$ cat src/hw/alu_pkg.sv
`default_nettype none

package alu_pkg;

    localparam int data_w     = 32;
    localparam int sh_w       = 5;   // shift amount bits
    localparam int div_cycles = 33;  // load edge plus 32 steps

    // one-hot operation word, mtlo ends up at bit 0
    typedef struct packed {
        logic add;
        logic sub;
        logic slt;
        logic sltu;
        logic and_op;
        logic nor_op;
        logic or_op;
        logic xor_op;
        logic sll;
        logic srl;
        logic sra;
        logic lui;
        logic div;
        logic divu;
        logic mult;
        logic multu;
        logic mfhi;
        logic mflo;
        logic mthi;
        logic mtlo;
    } alu_op_t;

    // instructions that trap on signed overflow
    typedef struct packed {
        logic add;
        logic addi;
        logic sub;
    } ovf_chk_t;

    typedef struct packed {
        logic es;  // execute
        logic m1;
        logic ms;
        logic ws;  // writeback
    } stage_ex_t;

    typedef struct packed {
        logic [data_w-1:0] quot;
        logic [data_w-1:0] rem;
    } div_res_t;

endpackage

`default_nettype wire

$ cat src/hw/div_iter.sv
`timescale 1ns/10ps
`default_nettype none

module div_iter (
    input  logic              clk,
    input  logic              reset,
    input  logic              start,
    input  logic              is_signed,
    input  logic [31:0]       dividend,
    input  logic [31:0]       divisor,
    output logic              done,
    output alu_pkg::div_res_t res
);
    import alu_pkg::*;

    logic              busy;
    logic [5:0]        cnt;      // steps left
    logic [data_w-1:0] quo;      // dividend shifts out, quotient bits shift in
    logic [data_w-1:0] rem;      // partial remainder
    logic [data_w-1:0] dvs;
    logic              q_neg;
    logic              r_neg;
    logic [data_w-1:0] dvd_mag;
    logic [data_w-1:0] dvs_mag;
    logic [data_w:0]   trial;
    logic [data_w:0]   diff;
    logic [data_w-1:0] quo_nxt;
    logic [data_w-1:0] rem_nxt;
    logic              load;

    assign load = start & ~busy;  // start while busy is dropped

    assign dvd_mag = (is_signed & dividend[data_w-1]) ? -dividend : dividend;
    assign dvs_mag = (is_signed & divisor[data_w-1]) ? -divisor : divisor;

    // one restoring step
    assign trial = {rem, quo[data_w-1]};
    assign diff  = trial - {1'b0, dvs};

    always_comb begin
        if (diff[data_w]) begin  // went negative, keep old remainder
            rem_nxt = trial[data_w-1:0];
            quo_nxt = {quo[data_w-2:0], 1'b0};
        end else begin
            rem_nxt = diff[data_w-1:0];
            quo_nxt = {quo[data_w-2:0], 1'b1};
        end
    end

    always_ff @(posedge clk) begin
        if (reset) begin
            busy <= 1'b0;
            cnt  <= '0;
            done <= 1'b0;
        end else begin
            done <= 1'b0;
            if (load) begin
                busy <= 1'b1;
                cnt  <= 6'(data_w);
            end else if (busy) begin
                cnt <= cnt - 6'd1;
                if (cnt == 6'd1) begin  // last step
                    busy <= 1'b0;
                    done <= 1'b1;
                end
            end
        end
    end

    always_ff @(posedge clk) begin
        if (load) begin
            quo   <= dvd_mag;
            rem   <= '0;
            dvs   <= dvs_mag;
            q_neg <= is_signed & (dividend[data_w-1] ^ divisor[data_w-1]);
            r_neg <= is_signed & dividend[data_w-1];  // remainder follows dividend
        end else if (busy) begin
            quo <= quo_nxt;
            rem <= rem_nxt;
            if (cnt == 6'd1) begin
                res.quot <= q_neg ? -quo_nxt : quo_nxt;
                res.rem  <= r_neg ? -rem_nxt : rem_nxt;
            end
        end
    end

endmodule

`default_nettype wire

$ cat config.mk
export PLATFORM = sky130hd
export DESIGN_NAME = div_iter
export DESIGN_NICKNAME = d
export VERILOG_FILES = /design/src/hw/alu_pkg.sv /design/src/hw/div_iter.sv
export SDC_FILE = /design/constraint.sdc
export NUM_CORES = 1
export LEC_CHECK = 0
export ABC_CLOCK_PERIOD_IN_PS = 7400
export BUFFER_PORTS_ARGS = -buffer_cell sky130_fd_sc_hd__buf_4
export CAP_MARGIN = 20
export CELL_PAD_IN_SITES_DETAIL_PLACEMENT = 1
export CELL_PAD_IN_SITES_GLOBAL_PLACEMENT = 1
export CORE_MARGIN = 1.5
export CORE_UTILIZATION = 43
export DETAILED_ROUTE_END_ITERATION = 7
export PLACE_DENSITY = 0.88
export RECOVER_POWER = 25
export SETUP_SLACK_MARGIN = 0.1
export SKIP_CTS_REPAIR_TIMING = 1
export SYNTH_ARGS = -nofsm -noshare
export SYNTH_HDL_FRONTEND = slang
export SYNTH_SLANG_ARGS = --single-unit
$ cat constraint.sdc
create_clock -name clk -period 7.4 [get_ports clk]
set_clock_uncertainty 0.2 [all_clocks]
set_input_delay 0 -clock clk [delete_from_list [all_inputs] [get_ports clk]]
set_output_delay 0 -clock clk [all_outputs]
set_load 0.02 [all_outputs]
==> impl_metrics.csv, run 1 <==
group,metric,value,unit
outcome,status,"finished, violations left",
outcome,violations,"capacitance limit, slew limit",
power_and_ir_drop,p_int,2.85,mW
setup_path,cp_max_fo,10,
power_and_ir_drop,power_leakage,5.17,nW
clock_network,path_clk_slew,0.08,ns
detailed_routing,viasPerCell,6.21,
die,die_y,164,µm
global_route,grt_pass1_wl,55.0,mm
die,io_pins,133,
sta,fin_crit_sh,82.5,%
detailed_routing,routed.top_layer,"met4",
setup_path,slowest_delay,0.48,ns
global_route,antenna_found_initial,1,
yosys,synthFlopType,"edfxtp_1",
setup_path,crit_path_top_delay_cell,"o41ai_1",
die,die_w,164,µm
clock_network,cts_root_buf,"clkbuf_16",
sta,maxSlewViolCount,128,
sta,max_slew_margin,-54.3,%
clock_network,cts_buffers,17,
yosys,synth_warnings,0,
setup_path,cp_cell_sequence,"inv_1 -> ha_1 -> inv_1 -> fa_1 -> a211oi_1 -> nor2_1 -> o2111ai_1 -> a21oi_2 -> nor3_4 -> nor2_4 -> inv_1 -> ha_1 -> nand2b_1 -> nand2b_1 -> nand2b_1 -> or3_1 -> or2_2 -> or3_1 -> o41ai_1 -> xnor2_1",
setup_path,crit_type,"flip-flop to flip-flop",
job,cap_violations,3,
power_and_ir_drop,ir_drop,0.201,mV
die,coreArea,25300,µm²
yosys,synth_cell_types,82,
setup_path,arrival,6.09,ns
setup_path,start_kind,"flip-flop",
sta,final_hold_viol_count,0,
die,dieArea,26900,µm²
sta,setup_viol,0,
power_and_ir_drop,power.switching,2.47,mW
power_and_ir_drop,netSwitchingFraction,46.4,%
detailed_routing,drcViolationCount,0,
cells_and_area,fin_nets,1507,
power_and_ir_drop,power.density,388,nW/µm²
global_route,grt_pass1_vias,10291,
setup_path,crit_buf_inv,3,
yosys,netlist_instances,1195,
setup_path,required,7.38,ns
yosys,async_reset_ff_share,0,%
cells_and_area,final_common_cell,"nand2_1",
yosys,seq_area_frac_synth,42.1,%
yosys,synth_edf_count,130,
detailed_routing,wl_met3,2.58,mm
placed_design,hpwl,26.5,mm
sta,tightest_slew,2.31,ns
yosys,synth_fp_nets,1302,
global_route,grtUsageTotal,26.4,%
placed_design,gp_congestion,0.910,
detailed_routing,route.vias.total,10833,
yosys,syn-cell-area,11200,µm²
clock_network,cts_tree,"built",
yosys,syn_avg_cell_area,9.34,µm²
cells_and_area,drive_gt1_share,9.20,%
global_route,grt-ovfl-total,0,
detailed_routing,wl_met2,20.6,mm
clock_network,htreeDepth,4,
placed_design,port-buffer-count,132,
power_and_ir_drop,power_frac_clock,17.5,%
power_and_ir_drop,power_frac_comb,54.9,%
hold_path,min_path_type,"input pin to flip-flop",
sta,post-route-min-period,6.11,ns
detailed_routing,firstDrtPassIters,5,
clock_network,cts_sinks,170,
clock_network,insertion_delay,0.45,ns
global_route,grt_max_degree,61,
detailed_routing,routedLengthMet1,16.3,mm
setup_path,path_delay_family,"simple AND/OR/NAND/NOR gates",
detailed_routing,post_drt_wl_per_cell,23.3,µm
sta,holdWs,0.128,ns
setup_path,cp-end-kind,"flip-flop",
clock_network,cts_buffer_depth,2,
sta,setup_tns,0,ns
power_and_ir_drop,seq_power_share,27.6,%
yosys,ys_seq_elements,170,
die,start_util,44.1,%
cells_and_area,mostFrequentLayoutCells,"nand2_1 (148), edfxtp_1 (130), o21ai_0 (103)",
detailed_routing,ant_nets,0,
sta,fmax,0.164,GHz
detailed_routing,finalWirelength,40.7,mm
sta,rsz0062_at_grt,"no",
cells_and_area,syn_to_final_growth,22.6,%
die,num_rows,58,
detailed_routing,drt_iter0_drc,839,
## registers in the layout, summed over array words and instances, names as in the netlist
| signal | count |
|---|---|
| res | 64 |
| rem | 32 |
| cnt | 6 |
| q_neg | 1 |
| dvs | 32 |
| quo | 32 |
| busy | 1 |
| r_neg | 1 |
| done | 1 |
## power groups by stage
stage	combinational (mW)	clock (mW)	sequential, mW
global placement	2.64	0	1.46
global route	3.16	0.959	1.48
floorplan	2.00	0	1.42
CTS	2.78	0.919	1.45
finish	2.92	0.928	1.47
detailed placement	2.75	0	1.47
## final cells by class
class,count,area (µm²)
clock inverters,14,150
well taps,330,413
inverters,55,206
diodes,1,2.50
clock buffers,18,429
fillers,2848,11600
repair buffers,234,1720
multi-input cells,922,6070
flip-flops and latches,170,4700
## worst register-to-register path, delay by kind of cell (launching register included)
| family | cells | cell delay (ns) |
|---|---|---|
| adders and majority gates | 3 | 0.86 |
| and+or+nand+nor | 9 | 2.44 |
| xor gates and xnor gates | 1 | 0.13 |
| AOI/OAI and AO/OA | 4 | 1.33 |
| DFF | 1 | 0.43 |
| buffers and inverters | 3 | 0.43 |
## synthesized netlist by cell type, drive strengths merged, types with 19 or more instances
library cell	number	area share [%]
a21oi	63	2.9
and2	19	1.1
buf	20	0.85
clkbuf	28	0.94
dfxtp	40	7.2
edfxtp	130	35
ha	38	4.3
inv	54	1.8
nand2	148	5.0
nor2	66	2.2
nor3	38	1.8
o21ai	112	5.0
o31ai	29	2.0
or3	19	1.1
xnor2	86	6.7
xor2	49	3.8
## routing by layer
metal / GRT usage [%] / vias to the layer above
met5: 0 / -
met4: 11.3 / 0
met3: 4.82 / 96
met2: 44.6 / 509
met1: 33.0 / 5374
li1: - / 4854
## per-stage QoR
| step | util (%) | worst slack [ns] | cell area [µm²] | instances | total power [mW] |
|---|---|---|---|---|---|
| after floorplan | - | 1.44 | 11200 | 1195 | 3.42 |
| after global placement | 49.2 | 1.93 | 12500 | 1619 | 4.10 |
| after detailed placement | 49.2 | 1.69 | 12500 | 1619 | 4.22 |
| after CTS | 51.5 | 1.49 | 13000 | 1651 | 5.15 |
| after global routing | 54.1 | 1.04 | 13700 | 1744 | 5.59 |
| final | 54.1 | 1.29 | 13700 | 1744 | 5.31 |
## final timing paths
path	start	to	slack, ns	cells past startpoint
max reg2reg	quo[31]	res[58]	1.29	20
min reg2reg	cnt[5]	cnt[5]	0.28	1
min	reset	cnt[5]	0.13	3
max	quo[31]	res[58]	1.29	20
## cell families (layout without fill, tap and decap cells)
kind of cell / after synthesis / after routing / share of synthesized area [%]
other: 0 / 1 / 0
AND/OR/NAND/NOR: 392 / 392 / 17.4
flip-flops: 170 / 170 / 42.1
adder cells (fa/ha/maj): 39 / 39 / 4.44
multiplexers: 18 / 18 / 1.66
AO/OA/AOI/OAI: 338 / 338 / 20.1
XOR/XNOR: 135 / 135 / 10.6
buffers and inverters: 103 / 321 / 3.64
No activity file was read; power rests on OpenSTA's default activity.
==> inputs of run 2 (changes only) <==
--- a/config.mk
+++ b/config.mk
@@ -5,7 +5,8 @@
 export SDC_FILE = /design/constraint.sdc
 export NUM_CORES = 1
 export LEC_CHECK = 0
-export ABC_CLOCK_PERIOD_IN_PS = 7400
+export ABC_AREA = 1
+export ABC_CLOCK_PERIOD_IN_PS = 5800
 export BUFFER_PORTS_ARGS = -buffer_cell sky130_fd_sc_hd__buf_4
 export CAP_MARGIN = 20
 export CELL_PAD_IN_SITES_DETAIL_PLACEMENT = 1
@@ -13,7 +14,7 @@
 export CORE_MARGIN = 1.5
 export CORE_UTILIZATION = 43
 export DETAILED_ROUTE_END_ITERATION = 7
-export PLACE_DENSITY = 0.88
+export PLACE_DENSITY = 0.91
 export RECOVER_POWER = 25
 export SETUP_SLACK_MARGIN = 0.1
 export SKIP_CTS_REPAIR_TIMING = 1
==> constraint.sdc (replaced) <==
create_clock -name clk -period 5.8 [get_ports clk]
set_clock_uncertainty 0.2 [all_clocks]
set_input_delay 0 -clock clk [delete_from_list [all_inputs] [get_ports clk]]
set_output_delay 0 -clock clk [all_outputs]
set_load 0.02 [all_outputs]
==> run 2 against run 1 <==
  * The run ends with hold timing, capacitance limit, slew limit left
  * Cell count increased by 29%
  * Die area increased by 9.3%
  * Synthesized cell count grew 39%
  * Hold slack worse by 0.14 ns
  * Total power is 49% higher
  * Cell area grew 7.1%
  * Register-to-register slack got worse by 0.48 ns
  * Clock-buffer cell count fell by 1
  * Global-route usage rose by 1.9 points
  * Clock power is 27% higher
  * Sequential cell count is the same
  * Largest cell class unchanged
  * Largest power group unchanged
  * Highest routed layer unchanged
==> impl_metrics.csv, run 2 <==
group,metric,value,unit
sta,setup_viol,0,
detailed_routing,finalWirelength,48.4,mm
outcome,violations,"hold timing, capacitance limit, slew limit",
placed_design,hpwl,30.9,mm
clock_network,cts_tree,"built",
clock_network,path_clk_slew,0.09,ns
detailed_routing,drt_iter0_drc,992,
sta,fmax,0.201,GHz
detailed_routing,post_drt_wl_per_cell,21.5,µm
global_route,grtUsageTotal,28.3,%
die,dieArea,29500,µm²
clock_network,cts_sinks,170,
cells_and_area,fin_area,14700,µm²
die,io_pins,133,
setup_path,arrival,5.00,ns
job,cap_violations,1,
clock_network,htreeDepth,4,
detailed_routing,route.vias.total,12596,
cells_and_area,mostFrequentLayoutCells,"nand2_1 (494), inv_1 (278), nor2_1 (134)",
clock_network,cts_buffer_depth,2,
yosys,synth_warnings,0,
sta,max_slew_margin,-26.0,%
die,die_w,172,µm
die,start_util,43.9,%
setup_path,cp-end-kind,"flip-flop",
yosys,yosysMostFrequentCell,"nand2_1",
cells_and_area,drive_gt1_share,10.4,%
placed_design,port-buffer-count,132,
power_and_ir_drop,power_leakage,6.88,nW
cells_and_area,syn_to_final_growth,19.9,%
setup_path,crit_type,"flip-flop to flip-flop",
yosys,synth_top_area_share,31.9,%
yosys,ys_seq_elements,170,
sta,holdWs,-0.0171,ns
global_route,grt_max_degree,65,
hold_path,hp-start,"divisor[1]",
detailed_routing,viasPerCell,5.60,
yosys,synth_top_cell_by_area,"edfxtp_1",
yosys,synthFlopType,"edfxtp_1",
global_route,antenna_found_initial,1,
setup_path,r2r-start,"quo[31]",
sta,maxSlewViolCount,32,
sta,tightest_slew,1.89,ns
outcome,status,"finished, violations left",
setup_path,worstSetupStartpoint,"quo[31]",
yosys,syn-cell-area,12200,µm²
sta,setup_tns,0,ns
cells_and_area,largest_reg_flops,64,
cells_and_area,final_common_cell,"nand2_1",
detailed_routing,ant_nets,0,
yosys,seq_area_frac_synth,38.5,%
detailed_routing,firstDrtPassIters,5,
global_route,grt_pass1_wl,64.3,mm
die,coreArea,27900,µm²
clock_network,cts_buffers,17,
detailed_routing,drcViolationCount,0,
yosys,synth_fp_nets,1763,
yosys,synthTopCellsByCount,"nand2_1 (495), inv_1 (279), nor2_1 (134)",
power_and_ir_drop,ir_drop,0.268,mV
die,die_y,172,µm
placed_design,gp_congestion,0.937,
yosys,synth_cell_types,51,
global_route,grt_pass1_vias,12326,
die,num_rows,61,
power_and_ir_drop,power.density,540,nW/µm²
yosys,async_reset_ff_share,0,%
global_route,grt-ovfl-total,0,
sta,final_hold_viol_count,2,
sta,fin_crit_sh,85.9,%
cells_and_area,fin_nets,1966,
yosys,synth_edf_count,130,
hold_path,min_path_type,"input pin to flip-flop",
clock_network,insertion_delay,0.47,ns
cells_and_area,top_register,"res",
setup_path,start_kind,"flip-flop",
placed_design,placed_cell_area,13600,µm²
yosys,netlist_instances,1656,
setup_path,required,5.81,ns
yosys,synthTopCellsByArea,"edfxtp_1 (32%), nand2_1 (15%), inv_1 (8.6%)",
cells_and_area,n_fill_cell,3542,
clock_network,cts_root_buf,"clkbuf_16",
sta,rsz0062_at_grt,"no",
sta,post-route-min-period,4.98,ns
yosys,syn_avg_cell_area,7.38,µm²
setup_path,cp_max_fo,22,
run 2: cell count changes in the layout (fill, tap and decap cells not counted), sizes merged, moves of 24 or more:
cell   delta
nand2   +399
inv     +227
nor2     +83
nand3    +71
a21oi    -39
xnor2    -39
o21ai    -32
o22ai    +29
o31ai    -26
xor2     +24
run 2: final timing paths:
path | depth (start not counted) | endpoint | slack (ns)
max | 20 | res[58] | 0.82
min | 5 | dvs[3] | -0.02
max reg2reg | 20 | res[58] | 0.82
min reg2reg | 2 | rem[1] | 0.31
run 2: metrics by stage:
stage                     instances  setup WS, ns  power, mW  hold slack, ns  util, %
after floorplan                1656          1.91       5.17          -0.128        -
after global placement         2142          1.37       6.13         -0.0313     48.7
after detailed placement       2142          1.05       6.40         -0.0233     48.7
after CTS                      2174         0.952       7.68          -0.494     50.8
after global routing           2251         0.411       8.39         0.00677     52.6
final                          2251         0.815       7.92         -0.0171     52.6
run 2: cell families (layout without fill, tap and decap cells):
group	Yosys count	count (layout)	synth area share, %
flip-flops	170	170	38.5
adder cells (fa/ha/maj)	39	39	4.05
XOR/XNOR	120	120	8.59
AO/OA/AOI/OAI	152	152	7.21
buffers and inverters	315	531	10.1
AND/OR/NAND/NOR	860	860	31.5
other	0	1	0
run 2: power breakdown:
group	leakage (nW)	switching [mW]	internal, mW	total (mW)
registers	1.56	0.208	1.63	1.84
clock network	0.284	0.609	0.574	1.18
logic	5.03	3.45	1.45	4.90
total	6.88	4.27	3.65	7.92
run 2: area by class of cell:
cell class / instances / area (µm²) / area share (%)
Clock buffer: 17 / 425 / 2.90
Inverter: 286 / 1070 / 7.32
Multi-Input combinational cell: 1171 / 6290 / 42.9
Sequential cell: 170 / 4700 / 32.1
Tap cell: 378 / 473 / 3.23
Antenna cell: 1 / 2.50 / 0.0171
Clock inverter: 15 / 155 / 1.06
Timing Repair Buffer: 213 / 1540 / 10.5
run 2: metal layers:
layer  global-route usage [%]  up-vias  wire length (µm)
li1                         -     5684                 -
met1                     33.1     6063             18300
met2                     49.8      658             24400
met3                     3.84      191              2720
met4                     15.7        0              2970
met5                        0        -                 0
run 2: worst max-delay path, stage by stage (launching register included):
cell and delay [ns]:
edfxtp_1 0.39, inv_1 0.07, ha_1 0.14, inv_1 0.07, fa_1 0.41, nand2_1 0.13, nand2_1 0.07, nand3_1 0.11
nand2_2 0.12, nand2_2 0.12, nand2_4 0.06, nand2_4 0.10, nand3_4 0.13, nand2_4 0.38, ha_1 0.28, nand2_1 0.13
nor3_1 0.47, nand4_1 0.26, o41ai_1 0.63, o21ai_0 0.25, xor2_1 0.21
==> inputs of run 3 (changes only) <==
--- a/config.mk
+++ b/config.mk
@@ -5,7 +5,6 @@
 export SDC_FILE = /design/constraint.sdc
 export NUM_CORES = 1
 export LEC_CHECK = 0
-export ABC_AREA = 1
 export ABC_CLOCK_PERIOD_IN_PS = 5800
 export BUFFER_PORTS_ARGS = -buffer_cell sky130_fd_sc_hd__buf_4
 export CAP_MARGIN = 20
@@ -14,7 +13,7 @@
 export CORE_MARGIN = 1.5
 export CORE_UTILIZATION = 43
 export DETAILED_ROUTE_END_ITERATION = 7
-export PLACE_DENSITY = 0.91
+export PLACE_DENSITY = 0.88
 export RECOVER_POWER = 25
 export SETUP_SLACK_MARGIN = 0.1
 export SKIP_CTS_REPAIR_TIMING = 1
==> run 3 against run 2 <==
  * The run ends with capacitance limit, slew limit left
  * Routed wire length down 8.6%
  * Cell area down 5.9%
  * Die area down 8.5%
  * Combinational power down 22%
  * First-iteration DRC count up 1.2%
  * Clock power about the same
  * Via count down 11%
==> impl_metrics.csv, run 3 (synthesis gave the netlist of run 1 again) <==
group,metric,value,unit
clock_network,cts_root_buf,"clkbuf_16",
die,die_w,164,µm
setup_path,arrival,5.77,ns
cells_and_area,stdcell_count,1752,
detailed_routing,ant_nets,0,
clock_network,cts_buffer_depth,2,
sta,setup_viol,0,
placed_design,hpwl,26.6,mm
global_route,grt_pass1_vias,10136,
setup_path,crit_path_top_delay_cell,"ha_1",
cells_and_area,fin_nets,1515,
power_and_ir_drop,power.density,502,nW/µm²
die,die_y,164,µm
detailed_routing,viasPerCell,6.38,
die,num_rows,58,
detailed_routing,drcViolationCount,0,
outcome,violations,"capacitance limit, slew limit",
clock_network,cts_tree,"built",
sta,maxSlewViolCount,129,
global_route,grtUsageTotal,26.4,%
detailed_routing,post_drt_wl_per_cell,25.3,µm
setup_path,cp_max_fo,10,
outcome,status,"finished, violations left",
global_route,grt_pass1_wl,54.9,mm
power_and_ir_drop,power,6.93,mW
placed_design,port-buffer-count,132,
cells_and_area,top_register,"res",
sta,post-route-min-period,5.76,ns
cells_and_area,largest_reg_flops,64,
setup_path,start_kind,"flip-flop",
hold_path,min_path_type,"input pin to flip-flop",
cells_and_area,mostFrequentLayoutCells,"nand2_1 (148), edfxtp_1 (130), o21ai_0 (103)",
detailed_routing,route.vias.total,11175,
sta,fin_ws,0.0387,ns
sta,fmax,0.174,GHz
setup_path,cpMostUsedCell,"nand2b_1",
detailed_routing,drt_iter0_drc,1004,
setup_path,required,5.80,ns
clock_network,htreeDepth,4,
global_route,antenna_found_initial,1,
sta,final_hold_viol_count,0,
power_and_ir_drop,ir_drop,0.236,mV
placed_design,dp_slack,-0.0326,ns
setup_path,crit_buf_inv,1,
clock_network,cts_buffers,17,
sta,fin_crit_sh,99.3,%
placed_design,gp_congestion,0.881,
setup_path,cp_cell_sequence,"ha_1 -> nand2_1 -> o21ai_1 -> a221oi_2 -> a21oi_2 -> o21a_2 -> nor2_4 -> inv_2 -> ha_1 -> nand2b_1 -> nand2b_1 -> nand2b_1 -> or3_1 -> or2_2 -> or3_1 -> o31ai_1 -> xnor2_1",
die,start_util,44.1,%
detailed_routing,finalWirelength,44.2,mm
die,dieArea,26900,µm²
die,coreArea,25300,µm²
die,io_pins,133,
cells_and_area,drive_gt1_share,9.71,%
job,cap_violations,3,
setup_path,path_delay_family,"simple AND/OR/NAND/NOR gates",
detailed_routing,firstDrtPassIters,5,
cells_and_area,fin_util,54.5,%
sta,tightest_slew,2.31,ns
clock_network,cts_sinks,170,
clock_network,insertion_delay,0.45,ns
setup_path,cp-end-kind,"flip-flop",
sta,max_slew_margin,-53.7,%
clock_network,path_clk_slew,0.08,ns
placed_design,placedCellCount,1620,
global_route,grt_max_degree,65,
power_and_ir_drop,power_leakage,5.22,nW
setup_path,crit_type,"flip-flop to flip-flop",
setup_path,slowest_delay,0.56,ns
cells_and_area,syn_to_final_growth,23.6,%
global_route,grt-ovfl-total,0,
cells_and_area,final_common_cell,"nand2_1",
-- run 3: cell types whose count changed in the layout (fill, tap and decap cells not counted), sizes merged, moves of 26 or more --
cell,previous run,this run
o21ai,80,112
nor2,149,66
o31ai,3,29
nand3,85,14
xnor2,47,86
nand2,547,148
a21oi,24,63
inv,291,63
o22ai,30,1
-- run 3: path summary, 6_finish.rpt --
check | from | end | slack [ns] | cells past startpoint
min | reset | cnt[4] | 0.14 | 3
max reg2reg | rem[10] | res[60] | 0.04 | 17
max | rem[10] | res[60] | 0.04 | 17
min reg2reg | cnt[5] | cnt[5] | 0.31 | 1
-- run 3: metal layers --
layer	global-route usage, %	routed length [µm]	vias up
met4	9.92	2130	0
met1	33.5	16800	5527
li1	-	-	4861
met5	0	0	-
met2	45.5	22100	616
met3	3.81	3250	171
-- run 3: report_power, final --
group | internal, mW | switching (mW)
Sequential | 1.64 | 0.240
Clock | 0.619 | 0.588
Combinational | 1.40 | 2.43
-- run 3: layout make-up --
class	count	area (µm²)
Antenna cell	1	2.50
Clock buffer	18	429
Clock inverter	14	168
Fill cell	2831	11500
Inverter	55	206
Multi-Input combinational cell	922	6090
Sequential cell	170	4700
Tap cell	330	413
Timing Repair Buffer	242	1790
-- run 3: per-stage QoR --
stage	hold WS, ns	setup TNS [ns]	cell area (µm²)
after floorplan	-0.101	0	11200
after global placement	0.0205	0	12500
after detailed placement	0.0235	-0.0326	12500
after CTS	-0.428	-0.302	13100
after global routing	0.162	-0.474	13800
final	0.141	0	13800
-- run 3: tightest hold or removal path, delay by kind of cell --
family | cells | cell delay (ns)
buf+inv | 2 | 0.69
simple gates | 1 | 0.07
